File: src/hw/cnn_addr_cfg.svh
// ================================================
// Layer sizes for conv1 and pool1.
// These values must agree with the address widths
// in the package. The step constants in the
// generators are derived from them, but only
// square images and kernels are supported.
// ================================================
`ifndef CNN_ADDR_CFG_SVH
`define CNN_ADDR_CFG_SVH

// input image width in pixels
`define CNN_IMG_W 28

// kernel width and height
`define CNN_KSIZE 5

// convolution output width, IMG_W - KSIZE + 1
`define CNN_CONV_W 24

// pooling output width, CONV_W / 2
`define CNN_POOL_W 12

// parallel image read lanes
`define CNN_LANES 4
`define CNN_LANE_ROWS 6
`define CNN_LANE_WINDOWS 144

`endif
File: src/hw/cnn_addr_pkg.sv
// ================================================
// Address and phase types for the conv1/pool1
// address generators.
// Widths are sized for a 28x28 image, a 5x5 kernel
// and 2x2 pooling only. Other layer sizes need new
// widths here.
// ================================================
`default_nettype none

package cnn_addr_pkg;

    // input image, 784 pixels
    typedef logic [9:0] img_addr_t;

    // conv1 output map, 576 results
    typedef logic [9:0] conv_addr_t;

    // pool1 output map, 144 results
    typedef logic [7:0] pool_addr_t;

    // one 5x5 kernel, 25 weights
    typedef logic [4:0] kernel_addr_t;

    typedef enum logic [1:0] {
        phase_idle = 2'd0,
        phase_conv = 2'd1,
        phase_pool = 2'd2
    } layer_phase_t;

endpackage

`default_nettype wire

File: src/hw/layer_sequencer.sv
// ================================================
// Runs the conv1 phase and then the pool1 phase
// after a start pulse.
// i_start is only sampled while idle. o_done
// pulses for one cycle as the FSM returns to
// idle, the same cycle o_busy falls.
// ================================================
`timescale 1ns/1ns
`default_nettype none

module layer_sequencer
    import cnn_addr_pkg::*;
(
    input  logic clk,
    input  logic reset,
    input  logic i_start,
    input  logic i_conv_finished,
    input  logic i_pool_finished,
    output logic o_conv_run,
    output logic o_pool_run,
    output logic o_busy,
    output logic o_done
);

    layer_phase_t phase;
    logic         done_r;

    always_ff @(posedge clk or posedge reset) begin
        if (reset) begin
            phase  <= phase_idle;
            done_r <= 1'b0;
        end else begin
            done_r <= 1'b0;
            case (phase)
                phase_idle: begin
                    if (i_start) begin
                        phase <= phase_conv;
                    end
                end
                phase_conv: begin
                    // pooling reads start the cycle after the last conv write
                    if (i_conv_finished) begin
                        phase <= phase_pool;
                    end
                end
                phase_pool: begin
                    if (i_pool_finished) begin
                        phase  <= phase_idle;
                        done_r <= 1'b1;
                    end
                end
                default: begin
                    phase <= phase_idle;
                end
            endcase
        end
    end

    assign o_conv_run = (phase == phase_conv);
    assign o_pool_run = (phase == phase_pool);
    assign o_busy     = (phase != phase_idle);
    assign o_done     = done_r;

    a_one_phase: assert property (@(posedge clk) disable iff (reset)
        !(o_conv_run && o_pool_run));

endmodule

`default_nettype wire

File: config.mk
export PLATFORM = sky130hd
export DESIGN_NAME = layer_sequencer
export DESIGN_NICKNAME = d
export VERILOG_FILES = /design/src/hw/cnn_addr_cfg.svh /design/src/hw/cnn_addr_pkg.sv /design/src/hw/layer_sequencer.sv
export SDC_FILE = /design/constraint.sdc
export NUM_CORES = 1
export LEC_CHECK = 0
export ABC_CLOCK_PERIOD_IN_PS = 1600
export BUFFER_PORTS_ARGS = -buffer_cell sky130_fd_sc_hd__buf_2
export CAP_MARGIN = 20
export CELL_PAD_IN_SITES_DETAIL_PLACEMENT = 2
export CELL_PAD_IN_SITES_GLOBAL_PLACEMENT = 2
export CORE_AREA = 2 2 39 41
export DETAILED_ROUTE_END_ITERATION = 12
export DIE_AREA = 0 0 41 43
export PLACE_DENSITY = 0.45
export SETUP_SLACK_MARGIN = 0.5
export SYNTH_ARGS = -nofsm -noshare
export SYNTH_HDL_FRONTEND = slang
export SYNTH_SLANG_ARGS = --single-unit
export TNS_END_PERCENT = 1
File: constraint.sdc
create_clock -name clk -period 1.6 [get_ports clk]
set_input_delay 0.08 -clock clk [delete_from_list [all_inputs] [get_ports clk]]
set_output_delay 0.08 -clock clk [all_outputs]
set_load 0.1 [all_outputs]
# Word level (Yosys, flattened, before mapping)
# Index checks and enable logic that the tools add are counted.
# W data, S select, Z words.
[op_classes]
n_reduce_logical = 3
n_eq_ne = 5
n_mux = 6
[op_table]
columns = ["cell", "count"]
rows = [
  ["$mux W2", 3],
  ["$ne A2 B2 Y1 const B", 3],
  ["$pmux W2 S3", 1],
  ["$reduce_and A3 Y1", 1],
  ["$eq A2 B1 Y1 const B", 1],
  ["$eq A2 B2 Y1 const B", 1],
  ["$logic_not A2 Y1", 1],
  ["$mux W1", 2],
  ["$reduce_bool A2 Y1", 1],
]
[totals]
ff_bits = 3
inputBits = 5
wordCells = 16
out_inout_bits = 4

# Logic depth before layout (Yosys ltp)
[depth]
word_depth = 3
depth_mapped = 2
mapped_depth_nobuf = 2

# Least setup slack after synthesis
# No wires, ideal clock.
[synth_path]
kind = "register -> register"
start = "register phase[0]"
end = "register phase[1]"
arrival_time_ps = 1197
path_slack_ps = 335
setup_ps = 68
path_buffers = 0
t_required_ps = 1532
synth_period_minus_slack_ps = 1265
stages_incl_launch_ff = 3
cell_sequence = "dfrtp_1 -> nor2b_4 -> a22o_1"
[synth_between]
elab_chain_len = 3
elab_cells_between_ends = 8
cone_classes = "eq/ne (5); mux (1); reduce/logical (2)"
[synth_lines]
columns = ["element", "line_no", "source"]
rows = [
  ["start: declaration", "layer_sequencer.sv:25", "layer_phase_t phase;"],
  ["start signal: assignment", "layer_sequencer.sv:30", "phase <= phase_idle;"],
  ["start signal: assignment", "layer_sequencer.sv:37", "phase <= phase_conv;"],
  ["start signal: assignment", "layer_sequencer.sv:43", "phase <= phase_pool;"],
  ["$eq A2 B1 Y1 (*)", "-", ""],
  ["via o_conv_run", "layer_sequencer.sv:19", "output logic o_conv_run,"],
  ["$ne A2 B2 Y1 (no line)", "-", ""],
  ["$reduce_and A3 Y1 (no line)", "-", ""],
]
# The timed path passes the listed nets; every way through them passes the cells marked *.
# A chain may end at the register's enable or synchronous reset.

# Worst setup path in the final report
[layout_path]
start = "register phase[1]"
end = "output o_busy"
[layout_between]
elab_chain_len = 1
[layout_lines]
columns = ["element", "line_no", "source"]
rows = [
  ["$reduce_bool A2 Y1", "layer_sequencer.sv:61", "assign o_busy = (phase != phase_idle);"],
  ["end: declaration", "layer_sequencer.sv:21", "output logic o_busy,"],
]
# Every way passes these cells.

==> impl_summary.txt <==
----------------------------------------------------
[Status]
  Run status ... completed

[Cells and area]
  Layout-stage area growth over the synthesis result ... 86.6%
  Final Cell Area ... 278 um2
  Nets ... 32
  Number of non-filler instances in the completed layout ... 42
  Antenna cells ... 0
  Filler cell count ... 162
  Ratio of cells with drive above 1 in the final layout ... 0.615

[Detailed routing]
  Via count ... 143
  Drt initial violations ... 0
  Remaining design rule violation count ... 0
  Final wirelength ... 377 um
  Vias per cell ... 3.40
  Avg WL per Cell ... 8.98 um
  First drt pass iteration count ... 1
  Remaining number of nets flagged by the antenna check after routing ... 0

[Die]
  Die extent in x ... 41 um
  IO Pins ... 9
  FP Rows ... 14
  Placeable core region ... 1380 um2
  Initial core utilization ... 0.108
  Y dimension of the die ... 43 um
  Total die area ... 1760 um2

[Synth]
  Distinct cell type count after synthesis ... 8
  Arithmetic-cell share of the synthesized area counting full adders, half adders and majority gates ... 0
  Number of instances in the synthesized netlist ... 13
  Synth Area in Compound Gates ... 0.0924
  Main combinational cell family by area after synthesis ... simple AND/OR/NAND/NOR gates
  Syn Area/Cell ... 11.5 um2
  Fraction of the yosys area taken by sequential cells ... 0.504
  Multiplexer area fraction after synthesis ... 0
  Post-Synthesis Net Count ... 18
  Count of synthesis-stage warnings from yosys ... 0
  FF+latch count, synth ... 3
  Fraction of synthesized cell area in xor and xnor cells ... 0
  Synth Cell Area ... 149 um2
  Post-Synth Simple-Gate Area ... 0.353

[Run]
  Maxcap violations ... 0

[Setup path]
  Required time worst endpoint ... 1.52 ns
  Kind of launch point of the worst setup path ... register
  Depth of the most critical reg-to-reg path ... 2
  Critical Path Sink Type ... output port
  Arrival time at the worst endpoint ... 1.09 ns
  Type of the setup path with the least slack ... register to output port
  Crit-path max FO ... 4

[Clocking]
  TritonCTS clock tree ... built
  Number of CTS-inserted buffers ... 3
  Number of sinks on the clock net ... 3
  Bufs on Longest Clock Path ... 2
  Count of buffers added by post-CTS timing repair for setup ... 0
  Insertion delay to the later sink of the worst-skew pair ... 0.23 ns
  Clock Pin Slew Worst Setup and Hold Paths ... 0.04 ns
  H-Tree Depth ... 1
  Cell at the root of the clock tree ... clkbuf_4

[Place]
  Number of buffers added on ports ... 8
  Post-DP HPWL ... 308 um
  Gp weighted congestion ... 0.647
  Placed Area ... 209 um2
  Placed instance count ... 37

[Global routing]
  Remaining global-route overflow ... 0
  Initial antenna violation count ... 0
  Via count of the first global-routing pass ... 160
  Global-route wire length before repair ... 648 um
  Largest net degree at the start of global routing ... 6
  GRT Total Usage ... 0.0704

[Timing]
  Final clock period utilization by the worst path ... 0.734
  Min cycle time layout ... 1.17 ns
  Count of pins over their slew limit ... 0
  Least-Margin Pin Slew ... 0.483 ns
  Fmax ... 852 MHz
  Unrepaired setup endpoints after global routing ... yes
  Aggregate negative setup slack ... 0 ns
  # setup viols final ... 0
  Post-route clock skew ... 0.00130 ns
  Max transition margin ... 0.680
  Number of hold violations in the final report ... 0
  Worst hold slack across all endpoints ... 0.0759 ns

[Hold path]
  Depth of the worst hold-timing path ... 2
  Worst hold path type ... input port to register

----------------------------------------------------
==> kinds of logic (layout without fill, tap and decap cells) <==
group / after synthesis / count (layout)
buf+inv: 2 / 15
simple gates: 6 / 6
flops: 3 / 3
compound gates: 2 / 2
==> metrics by stage <==
stage	utilization	setup slack, ns
6_report	0.201	0.426
5_1_grt	0.201	0.396
2_1_floorplan	-	0.335
4_1_cts	0.201	0.410
3_3_place_gp	0.151	0.479
3_5_place_dp	0.151	0.474
==> state kept, by name, summed over array words and instances (netlist names) <==
register and cells:
phase 2, o_done 1
==> per-layer routing <==
layer | share of wire | up-vias | routed length (um) | track usage
li1 | - | 66 | - | -
met1 | 0.34 | 67 | 129 | 0.0613
met2 | 0.52 | 8 | 195 | 0.0750
met3 | 0.080 | 2 | 30 | 0.0314
met4 | 0.058 | 0 | 22 | 0.140
met5 | 0 | - | 0 | 0
==> path summary, 6_finish.rpt <==
check	from	endpoint	slack, ns
setup / recovery	phase[1]	o_busy	0.43
hold / removal	i_pool_finished	o_done	0.08
setup reg to reg	phase[0]	phase[1]	0.67
hold reg to reg	phase[1]	phase[0]	0.50
max in group asynchronous	reset	phase[1]	1.18
min in group asynchronous	reset	o_done	0.27
==> final cells by class <==
type                            instances  area (um2)  share of cell area
Timing Repair Buffer                    9        77.6               0.279
Tap cell                               16        20.0              0.0721
Inverter                                2        7.51              0.0270
Multi-Input combinational cell          8        68.8               0.248
Clock buffer                            4        26.3              0.0946
Sequential cell                         3        77.6               0.279
==> synth_stat cells <==
cell type  number  share of area
a21oi_1         1          0.034
a22o_1          1          0.059
and2_1          1          0.042
dfrtp_1         3           0.50
inv_1           2          0.050
nand2b_1        2          0.084
nor2b_4         2           0.18
or2_2           1          0.042
==> placed cells by master, fill, tap and decap left out, drive strengths merged <==
| cell | instances |
|---|---|
| buf | 8 |
| clkbuf | 4 |
| dfrtp | 3 |
| nor2b | 2 |
| inv | 2 |
| nand2b | 2 |
| a22o | 1 |
| a21oi | 1 |
| or2 | 1 |
| and2 | 1 |
| dlygate4sd3 | 1 |
==> worst max-delay path: stages (launching register included) <==
cell,delay (ns)
dfrtp_2,0.43
or2_4,0.27
buf_12,0.16
==> repair_timing <==
item	CTS	global route
hold buffers	1	0
endpoints found under the hold margin	3	0
setup endpoints to repair	3	3
resized for setup	11	0
Power is not shown: default switching activity piles up to over one toggle a cycle in this logic, so the estimate is an artifact.
