[config.mk]
export PLATFORM = sky130hd
export DESIGN_NAME = conv_window_addr
export DESIGN_NICKNAME = d
export VERILOG_FILES = /design/src/hw/cnn_addr_pkg.sv /design/src/hw/conv_window_addr.sv
export VERILOG_INCLUDE_DIRS = /design/src /design/src/hw
export SDC_FILE = /design/constraint.sdc
export NUM_CORES = 1
export LEC_CHECK = 0
export ABC_CLOCK_PERIOD_IN_PS = 5600
export CAP_MARGIN = 10
export CORE_MARGIN = 1
export CORE_UTILIZATION = 40
export DETAILED_ROUTE_END_ITERATION = 10
export DONT_BUFFER_PORTS = 1
export HOLD_SLACK_MARGIN = 0.02
export PLACE_DENSITY = 0.64
export SKIP_CTS_REPAIR_TIMING = 1
export SYNTH_ARGS = -nofsm -noshare
export SYNTH_HDL_FRONTEND = slang
export SYNTH_SLANG_ARGS = --single-unit
[constraint.sdc]
create_clock -name clk -period 5.6 [get_ports clk]
set_clock_uncertainty 0.15 [all_clocks]
set_input_delay 0.56 -clock clk [delete_from_list [all_inputs] [get_ports clk]]
set_output_delay 0.56 -clock clk [all_outputs]
set_load 0.1 [all_outputs]
[src/hw/cnn_addr_cfg.svh]
// ================================================
// Layer sizes for conv1 and pool1.
// These values must agree with the address widths
// in the package. The step constants in the
// generators are derived from them, but only
// square images and kernels are supported.
// ================================================
`ifndef CNN_ADDR_CFG_SVH
`define CNN_ADDR_CFG_SVH

// input image width in pixels
`define CNN_IMG_W 28

// kernel width and height
`define CNN_KSIZE 5

// convolution output width, IMG_W - KSIZE + 1
`define CNN_CONV_W 24

// pooling output width, CONV_W / 2
`define CNN_POOL_W 12

// parallel image read lanes
`define CNN_LANES 4
`define CNN_LANE_ROWS 6
`define CNN_LANE_WINDOWS 144

`endif
[src/hw/cnn_addr_pkg.sv]
// ================================================
// Address and phase types for the conv1/pool1
// address generators.
// Widths are sized for a 28x28 image, a 5x5 kernel
// and 2x2 pooling only. Other layer sizes need new
// widths here.
// ================================================
`default_nettype none

package cnn_addr_pkg;

    // input image, 784 pixels
    typedef logic [9:0] img_addr_t;

    // conv1 output map, 576 results
    typedef logic [9:0] conv_addr_t;

    // pool1 output map, 144 results
    typedef logic [7:0] pool_addr_t;

    // one 5x5 kernel, 25 weights
    typedef logic [4:0] kernel_addr_t;

    typedef enum logic [1:0] {
        phase_idle = 2'd0,
        phase_conv = 2'd1,
        phase_pool = 2'd2
    } layer_phase_t;

endpackage

`default_nettype wire

[src/hw/conv_window_addr.sv]
// ================================================
// Sliding 5x5 window over the input image, four
// lanes of six output rows each.
// Read outputs are combinational on the counters.
// One tap is issued per cycle while i_run is high
// and i_hold is low. After the last tap of the
// last window no more reads are issued until
// i_run drops.
// ================================================
`timescale 1ns/1ns
`default_nettype none
`include "cnn_addr_cfg.svh"

module conv_window_addr
    import cnn_addr_pkg::*;
(
    input  logic         clk,
    input  logic         reset,
    input  logic         i_run,
    input  logic         i_hold,
    output logic         o_valid,
    output img_addr_t    o_addr0,
    output img_addr_t    o_addr1,
    output img_addr_t    o_addr2,
    output img_addr_t    o_addr3,
    output kernel_addr_t o_k_addr,
    output logic         o_last_tap
);

    // offset between lanes, six image rows
    localparam int lane_step = `CNN_LANE_ROWS * `CNN_IMG_W;
    // end of kernel row, one row down and back to the window's first column
    localparam int step_row = `CNN_IMG_W - `CNN_KSIZE + 1;
    // back to the top row of the window, one pixel to the right
    localparam int step_win = (`CNN_KSIZE - 1) * `CNN_IMG_W + `CNN_KSIZE - 2;
    // back to the first column, one output row down
    localparam int step_line = (`CNN_KSIZE - 2) * `CNN_IMG_W + `CNN_CONV_W + `CNN_KSIZE - 2;
    localparam int img_max =
        (`CNN_LANES * `CNN_LANE_ROWS + `CNN_KSIZE - 1) * `CNN_IMG_W - 1;
    localparam logic [2:0] tap_last = 3'(`CNN_KSIZE - 1);
    localparam logic [4:0] col_last = 5'(`CNN_CONV_W - 1);
    localparam logic [2:0] row_last = 3'(`CNN_LANE_ROWS - 1);

    img_addr_t  lane_addr [`CNN_LANES];
    logic [2:0] tap_col;
    logic [2:0] tap_row;
    logic [4:0] win_col;
    logic [2:0] win_row;
    logic       lane_done;
    logic       win_end;

    assign win_end    = (tap_col == tap_last) && (tap_row == tap_last);
    assign o_valid    = i_run && !i_hold && !lane_done;
    assign o_last_tap = o_valid && win_end;
    assign o_k_addr   = kernel_addr_t'(tap_row) * kernel_addr_t'(`CNN_KSIZE)
                      + kernel_addr_t'(tap_col);

    assign o_addr0 = lane_addr[0];
    assign o_addr1 = lane_addr[1];
    assign o_addr2 = lane_addr[2];
    assign o_addr3 = lane_addr[3];

    always_ff @(posedge clk or posedge reset) begin
        if (reset) begin
            for (int k = 0; k < `CNN_LANES; k++) begin
                lane_addr[k] <= img_addr_t'(k * lane_step);
            end
            tap_col   <= '0;
            tap_row   <= '0;
            win_col   <= '0;
            win_row   <= '0;
            lane_done <= 1'b0;
        end else if (!i_run) begin
            // idle between runs, park at the first tap of each lane
            for (int k = 0; k < `CNN_LANES; k++) begin
                lane_addr[k] <= img_addr_t'(k * lane_step);
            end
            tap_col   <= '0;
            tap_row   <= '0;
            win_col   <= '0;
            win_row   <= '0;
            lane_done <= 1'b0;
        end else if (o_valid) begin
            if (win_end) begin
                tap_col <= '0;
                tap_row <= '0;
                if (win_col == col_last) begin
                    win_col <= '0;
                    win_row <= win_row + 3'd1;
                    for (int k = 0; k < `CNN_LANES; k++) begin
                        lane_addr[k] <= lane_addr[k] - img_addr_t'(step_line);
                    end
                    if (win_row == row_last) begin
                        lane_done <= 1'b1;
                    end
                end else begin
                    win_col <= win_col + 5'd1;
                    for (int k = 0; k < `CNN_LANES; k++) begin
                        lane_addr[k] <= lane_addr[k] - img_addr_t'(step_win);
                    end
                end
            end else if (tap_col == tap_last) begin
                tap_col <= '0;
                tap_row <= tap_row + 3'd1;
                for (int k = 0; k < `CNN_LANES; k++) begin
                    lane_addr[k] <= lane_addr[k] + img_addr_t'(step_row);
                end
            end else begin
                tap_col <= tap_col + 3'd1;
                for (int k = 0; k < `CNN_LANES; k++) begin
                    lane_addr[k] <= lane_addr[k] + img_addr_t'(1);
                end
            end
        end
    end

    // the last lane carries the highest address, so bounding it bounds all four
    a_lane_in_image: assert property (@(posedge clk) disable iff (reset)
        o_valid |-> (int'(lane_addr[`CNN_LANES-1]) <= img_max));

endmodule

`default_nettype wire

Yosys cells after proc, flatten, opt, wreduce, memory -nomap -nowiden
Cells that the tools add are included.

Flip-flop bits (word level): 55. Bits of input ports: 4. Output and inout bits: 47. Logic and storage cells: 76.

Add/subtract/negate cells: 21. Multiply operators: 1. Equality and inequality tests: 9. Mux-type cells: 26. Reductions and logical operators: 10.

Operators by type and width (count): $mux 40 (5); $sub 10x7->10 const B (8); $add 10x1->10 const B (4); $add 10x5->10 const B (4); $mux 3 (12); $mux 5 (4); $add 3x1->3 const B (3); $eq 3x3->1 const B (3); $ne 2x1->1 const B (4); $add 5x1->5 const B (1); $add 5x3->5 (1); $eq 5x5->1 const B (1); $mul 3x3->5 const B (1); $mux 1 (5); $logic_and 1x1->1 (4); $reduce_and 2->1 (2); $reduce_and 4->1 (1); $ne 3x1->1 const B (1); $reduce_and 3->1 (1); $logic_not 1->1 (2).

Logic depth before layout (Yosys ltp)
Gate-level depths: netlist of the first run.

Depth in word-level cells: 6. Mapped depth: 10. Gate-level depth less buffers: 9.

Worst setup path after synthesis of the first run
No wires, ideal clock.

Path kind: register to output. Start: register tap_row[0]. End: output o_k_addr[4]. Data arrival time: 3.036 ns. Required time: 4.890 ns. Path slack: 1.854 ns. Stages on the path, launching flop included: 7. Buffers on the path: 0. Path through: dfrtp_1 -> ha_1 -> ha_1 -> ha_1 -> a21o_1 -> a21oi_1 -> xnor2_1.

Longest elaborated chain between the ends: 2.

RTL lines: start: declaration (RTL line conv_window_addr.sv:46) `logic [2:0] tap_row;`; start signal: assignment (RTL line conv_window_addr.sv:104) `tap_row <= tap_row + 3'd1;`; $mul 3x3->5 (RTL line conv_window_addr.sv:55) `` assign o_k_addr = kernel_addr_t'(tap_row) * kernel_addr_t'(`CNN_KSIZE) ``; $add 5x3->5 (RTL line conv_window_addr.sv:55); end: declaration (RTL line conv_window_addr.sv:26) `output kernel_addr_t o_k_addr,`.

No other way between the ends.

Final worst setup path of the first run
Start: register tap_col[0]. End: output o_last_tap.

Longest elaborated chain between the ends: 3.

RTL lines: start: declaration (RTL line conv_window_addr.sv:45) `logic [2:0] tap_col;`; start signal: assignment (RTL line conv_window_addr.sv:109) `tap_col <= tap_col + 3'd1;`; $eq 3x3->1 (RTL line conv_window_addr.sv:52) `assign win_end = (tap_col == tap_last) && (tap_row == tap_last);`; $logic_and 1x1->1 (RTL line conv_window_addr.sv:52); $logic_and 1x1->1 (RTL line conv_window_addr.sv:54) `assign o_last_tap = o_valid && win_end;`; end: declaration (RTL line conv_window_addr.sv:27) `output logic o_last_tap`.

No other way between the ends.

==> reports/metrics.cfg, run 1 <==
[setup_path]
crit_required_ns = 4.89
critPathCaptureType = primary output
startpoint_type = flip-flop
max_stage_delay_ns = 0.81
r2r.worst_path.cells = 8
rrSetupSlack_ns = 2.11
path_common_cell = inv_1
crit_chain = inv_1 -> ha_1 -> and4_1 -> nand2_4 -> inv_1
critPathKind = reg2out
cp_slowest_cell = inv_1
crit_fanout = 17
critical_path_arrival_ns = 3.07
r2r_end = o_addr3[6]
r2r_start = tap_col[0]

[pwr]
leakage_uw = 0.00198
netSwitchingPower_uw = 248
report.power.total_uw = 764
p_per_area_nw_per_um2 = 175
internal_power_uw = 516
p_sw_share_pct = 32.4
comb_power_share_pct = 10.6
seqPwrFrac_pct = 60.3
pwr-share-clk_pct = 29.0
ir_worst_vdd_v = 0.0000867

[global_route]
grt_pass1_wl_um = 17900
gr-total-overflow = 0
grt_max_degree = 58
track_usage_pct = 20.4
grt_pass1_vias = 3535
antenna_found_initial = 0

[place]
routabilityCongestion = 0.830
hpwl_um = 7560
post_dp_cell_area_um2 = 4290
portBuffers = 0
dp_slack_ns = 2.11

[synth]
synth_nets = 510
synth_cells = 465
ys_top_cells_by_area = dfrtp_1 26%, ha_1 12%, dfstp_2 7.6%, nand2_1 4.9%, mux2i_1 4.3%
synth_area_um2 = 4150
synth_most_common_cell = nand2_1
synth_warnings = 0
synth_enable_flop_cells = 0
yosys-top-cells-count = 54 x nand2_1, 43 x dfrtp_1, 40 x ha_1
synth.distinct_cells = 65
syn_avg_cell_area_um2 = 8.93
ys_ff_latch = 55
synth_flop_cell = dfrtp_1
yosysSeqAreaShare_pct = 33.5
synthArstFlopShare_pct = 100
synth_top_area_cell = dfrtp_1
synth_top_cell_area_share_pct = 25.9

[floorplanning]
coreArea_um2 = 9910
start_util_pct = 41.9
rows = 36
die-area_um2 = 10800
die_y_um = 104
die_w_um = 104
io-pin-count = 51

[sta]
fmax_mhz = 264
period_share_pct = 67.6
final-max-slew-violation-count = 0
finalCriticalPeriod_ns = 3.78
setup_viol = 0
setup_ws_ns = 1.82
worst_slew_pin_slew_ns = 1.16
relSlewSlack_pct = 22.8
hold_violations = 0
finalHoldWorstSlack_ns = 0.129
rsz0062_at_grt = false
setup_tns_ns = 0

[clock_tree]
cts_tree = built
cts_buffers = 5
cts_max_path_buffers = 2
htree_levels = 2
clkTransAtPathRegs_ns = 0.11
cts_sinks = 55
clk_root_buffer_cell = clkbuf_8
clkLatencyLatePin_ns = 0.31

[route]
via_per_inst = 6.11
wl_per_cell_um = 18.2
dr_total_vias = 3626
drc = 0
drt_iter0_markers = 137
postRouteAntennaNets = 0
firstDrtPassIters = 5
drt-total-wl_um = 10800

[flow_run]
drv_cap = 0

[min_path]
hold_end = o_addr2[6]
hold_class = in2reg
hp-start = i_run
hold_path_depth = 1

[run_status]
status = finished, final reports clean

[cells_and_area]
num_antenna_cells = 0
drive_above_1_share_pct = 7.83
fillers = 988
fin_area_um2 = 4370
syn2layout_area_growth_pct = 5.33
nNetsFinal = 504

-- layout by cell type, fill, tap and decap left out, types with 16 or more instances in the layout --
cell,netlist,layout
a31oi_1,16,16
ha_1,40,40
mux2i_1,18,18
dfrtp_1,43,43
nand2_1,54,54
a21oi_1,22,22
o21ai_0,26,26
nand3_1,16,16
inv_1,20,19
nor2_1,21,21
-- worst max-delay path: cells and delay by family (launching register included) --
family        cells  cell delay (ns)
buf+inv           2             0.88
simple gates      2             1.02
fa+ha+maj         1             0.42
flops             1             0.43
-- flip-flops by register name (all words and copies together), names as in the netlist --
signal	flops
o_addr1	10
o_addr3	10
win_col	5
lane_done	1
o_addr2	10
tap_col	3
tap_row	3
o_addr0	10
win_row	3
-- how the worst max path moves through the flow --
stage	startpoint	end	slack, ns	cells after the start
after global routing	tap_col[0]	o_last_tap	1.65	5
after global placement	tap_col[0]	o_addr3[6]	2.15	8
after floorplan	tap_row[0]	o_k_addr[4]	1.85	6
after detailed placement	tap_col[0]	o_addr3[6]	2.11	8
final	tap_col[0]	o_last_tap	1.82	5
after CTS	tap_col[0]	o_last_tap	1.81	5
-- layer usage --
layer	share of wire (%)	track usage, %	wire (um)
met1	42	25.2	4530
met2	50	35.2	5410
met3	6.5	4.20	703
met4	1.6	6.73	174
met5	0	0	0
-- final cells by class --
class	count	area [um2]	area share (%)
Multi-Input combinational cell	370	2590	59.3
Sequential cell	55	1390	31.8
Clock inverter	1	7.51	0.172
Timing Repair Buffer	6	45.0	1.03
Inverter	21	91.3	2.09
Clock buffer	7	76.3	1.75
Tap cell	133	166	3.81
-- cell families (layout without fill, tap and decap cells) --
logic type,count (synthesis),after routing,share of synthesized area [%]
compound gates,140,140,23.1
xor+xnor,21,21,4.43
fa+ha+maj,41,41,12.5
buf+inv,40,35,4.34
flops,55,55,33.5
mux,18,18,4.34
simple gates,150,150,17.8
-- power groups by stage --
stage                     logic [uW]  registers [uW]  clock network (uW)
after floorplan                 64.3             469                   0
after global placement          80.4             469                   0
after detailed placement        81.8             469                   0
after CTS                       82.2             462                 232
after global routing            89.7             463                 245
final                           81.3             461                 222
-- per-stage QoR --
stage | instances | utilization [%]
floorplan | 465 | -
global placement | 585 | 43.3
detailed placement | 585 | 43.3
CTS | 593 | 44.1
global route | 593 | 44.1
finish | 593 | 44.1
Power figures use the tool's default switching activity.
==> inputs of run 2 (changes only) <==
ABC_CLOCK_PERIOD_IN_PS = 3800   (was 5600)
clock period = 3.8 ns   (was 5.6 ns; I/O delays follow)
==> run 2 against run 1 <==
  * Non-clock buffer count grew 26
  * Combinational power grew 150%
  * Sequential share of layout area shrank 1.4 points
  * Clock power grew 55%
  * Die area is the same
  * Final cell count grew 4.4%
  * Via count grew 3.4%
  * Final area grew 4.7%
  * Power grew 52%
  * Sequential power grew 33%
==> reports/metrics.cfg, run 2 (synthesis results as in run 1) <==
[setup_path]
critical_path.top_delay_family = compound AO/OA/AOI/OAI gates
crit_fanout = 8  ; -9
critPathCaptureType = flip-flop
cp_slowest_cell = nand4b_1
max_stage_delay_ns = 0.42  ; -0.39 ns
critical_path_arrival_ns = 3.21  ; +0.14 ns
critPathKind = reg2reg
startpoint_type = flip-flop
crit_required_ns = 3.89  ; -1.00 ns
critical_path_buf_inv_count = 1  ; -1
rrSetupSlack_ns = 0.67  ; -1.44 ns
crit_cells = 9  ; +4
r2r.worst_path.cells = 9  ; +1
crit_chain = ha_1 -> nand4b_1 -> buf_4 -> ha_1 -> o21ai_0 -> o21ai_0 -> a311o_1 -> and3_1 -> o21ai_1

[global_route]
grt_max_degree = 58  ; unchanged
track_usage_pct = 21.1  ; +0.72 points
grt_pass1_wl_um = 18700  ; +4.4%
gr-total-overflow = 0  ; unchanged
antenna_found_initial = 0  ; unchanged
grt_pass1_vias = 3654  ; +3.4%

[flow_run]
drv_cap = 0  ; unchanged

[place]
portBuffers = 0  ; unchanged
routabilityCongestion = 0.800  ; -3.6%
hpwl_um = 7840  ; +3.7%

[route]
postRouteAntennaNets = 0  ; unchanged
dr_total_vias = 3748  ; +3.4%
drt_iter0_markers = 237  ; +73%
drt-total-wl_um = 11200  ; +4.0%
firstDrtPassIters = 5  ; unchanged
drc = 0  ; unchanged
wl_per_cell_um = 18.2  ; -0.39%
via_per_inst = 6.05  ; -0.98%

[sta]
finalCriticalPeriod_ns = 3.13
relSlewSlack_pct = 28.0  ; +5.2 points
fmax_mhz = 320
setup_tns_ns = 0  ; unchanged
setup_viol = 0  ; unchanged
finalHoldWorstSlack_ns = 0.0479  ; -0.0813 ns
period_share_pct = 82.3
hold_violations = 0  ; unchanged
rsz0062_at_grt = false
worst_slew_pin_slew_ns = 1.08  ; -0.0774 ns
final-max-slew-violation-count = 0  ; unchanged

[clock_tree]
cts_tree = built
cts_sinks = 55  ; unchanged
htree_levels = 2  ; unchanged
clkTransAtPathRegs_ns = 0.10  ; about the same
clk_root_buffer_cell = clkbuf_8
clkLatencyLatePin_ns = 0.31  ; about the same
cts_buffers = 5  ; unchanged
cts_max_path_buffers = 2  ; unchanged

[run_status]
status = finished, final reports clean

[floorplanning]
die-area_um2 = 10800  ; unchanged
die_w_um = 104  ; unchanged
die_y_um = 104  ; unchanged
io-pin-count = 51  ; unchanged
rows = 36  ; unchanged
coreArea_um2 = 9910  ; unchanged
start_util_pct = 41.9  ; unchanged

[min_path]
hold_class = in2async

[cells_and_area]
final_cell_mix = 54 x nand2_1, 43 x dfrtp_1, 40 x ha_1
drive_above_1_share_pct = 12.8  ; +4.9 points
syn2layout_area_growth_pct = 10.3
nNetsFinal = 530  ; +5.2%
num_antenna_cells = 0  ; unchanged
final_common_cell = nand2_1
fillers = 989  ; +0.10%

[pwr]
ir_worst_vdd_v = 0.000129  ; +49%
p_per_area_nw_per_um2 = 254  ; +45%
netSwitchingPower_uw = 372  ; +50%
leakage_uw = 0.00213  ; +7.4%
p_sw_share_pct = 32.0  ; -0.43 points
internal_power_uw = 790  ; +53%
seqPwrFrac_pct = 52.8  ; -7.5 points
comb_power_share_pct = 17.5  ; +6.9 points
pwr-share-clk_pct = 29.7  ; +0.7 points

## run 2: cell count changes in the layout (fill, tap and decap cells not counted), sizes merged
cell         previous run  this run
buf                     6        31
dlygate4sd3             0         1
clkinvlp                1         0
clkinv                  1         2
## run 2: path summary, 6_finish.rpt
path,start,end
worst max-delay path,win_col[0],o_addr3[8]
worst min-delay path,reset,o_addr2[7]
worst max register to register,win_col[0],o_addr3[8]
worst min register to register,lane_done,lane_done
max in group asynchronous,reset,o_addr3[5]
min in group clk,i_run,win_row[1]
## run 2: per-layer routing
metal / up-vias / routed length (um) / global-route usage (%)
met1: 1835 / 4790 / 26.2
met3: 22 / 711 / 4.20
met5: - / 0 / 0
li1: 1761 / - / -
met4: 0 / 222 / 5.51
met2: 130 / 5520 / 37.1
## run 2: final cells by class
| type | instances | area (um2) | share of cell area [%] |
|---|---|---|---|
| clock buffers | 7 | 86.3 | 1.89 |
| clock inverters | 1 | 5.00 | 0.109 |
| inverters | 21 | 91.3 | 2.00 |
| multi-input cells | 370 | 2590 | 56.7 |
| flip-flops and latches | 55 | 1390 | 30.4 |
| well taps | 133 | 166 | 3.63 |
| repair buffers | 32 | 243 | 5.30 |
## run 2: power groups by stage
stage / sequential (uW) / clock, uW / combinational [uW]
2_1_floorplan: 692 / 0 / 94.8
3_3_place_gp: 624 / 0 / 198
3_5_place_dp: 625 / 0 / 200
4_1_cts: 614 / 352 / 201
5_1_grt: 616 / 376 / 218
6_report: 614 / 345 / 203
## run 2: worst reg2reg max path: cells and delay by family, from the launching register on
family / cells / cell delay, ns
AO/OA/AOI/OAI: 4 / 1.05
flip-flops: 1 / 0.40
AND/OR/NAND/NOR: 2 / 0.59
adder cells (fa/ha/maj): 2 / 0.52
buffers and inverters: 1 / 0.34
## run 2: per-stage QoR
step           area (um2)  std cells  total power [uW]  worst slack [ns]  utilization [%]
2_1_floorplan        4150        465               786             0.234                -
3_3_place_gp         4480        610               823             0.907             45.2
3_5_place_dp         4480        610               825             0.765             45.2
4_1_cts              4570        618              1170             0.644             46.1
5_1_grt              4580        619              1210             0.509             46.2
6_report             4580        619              1160             0.672             46.2
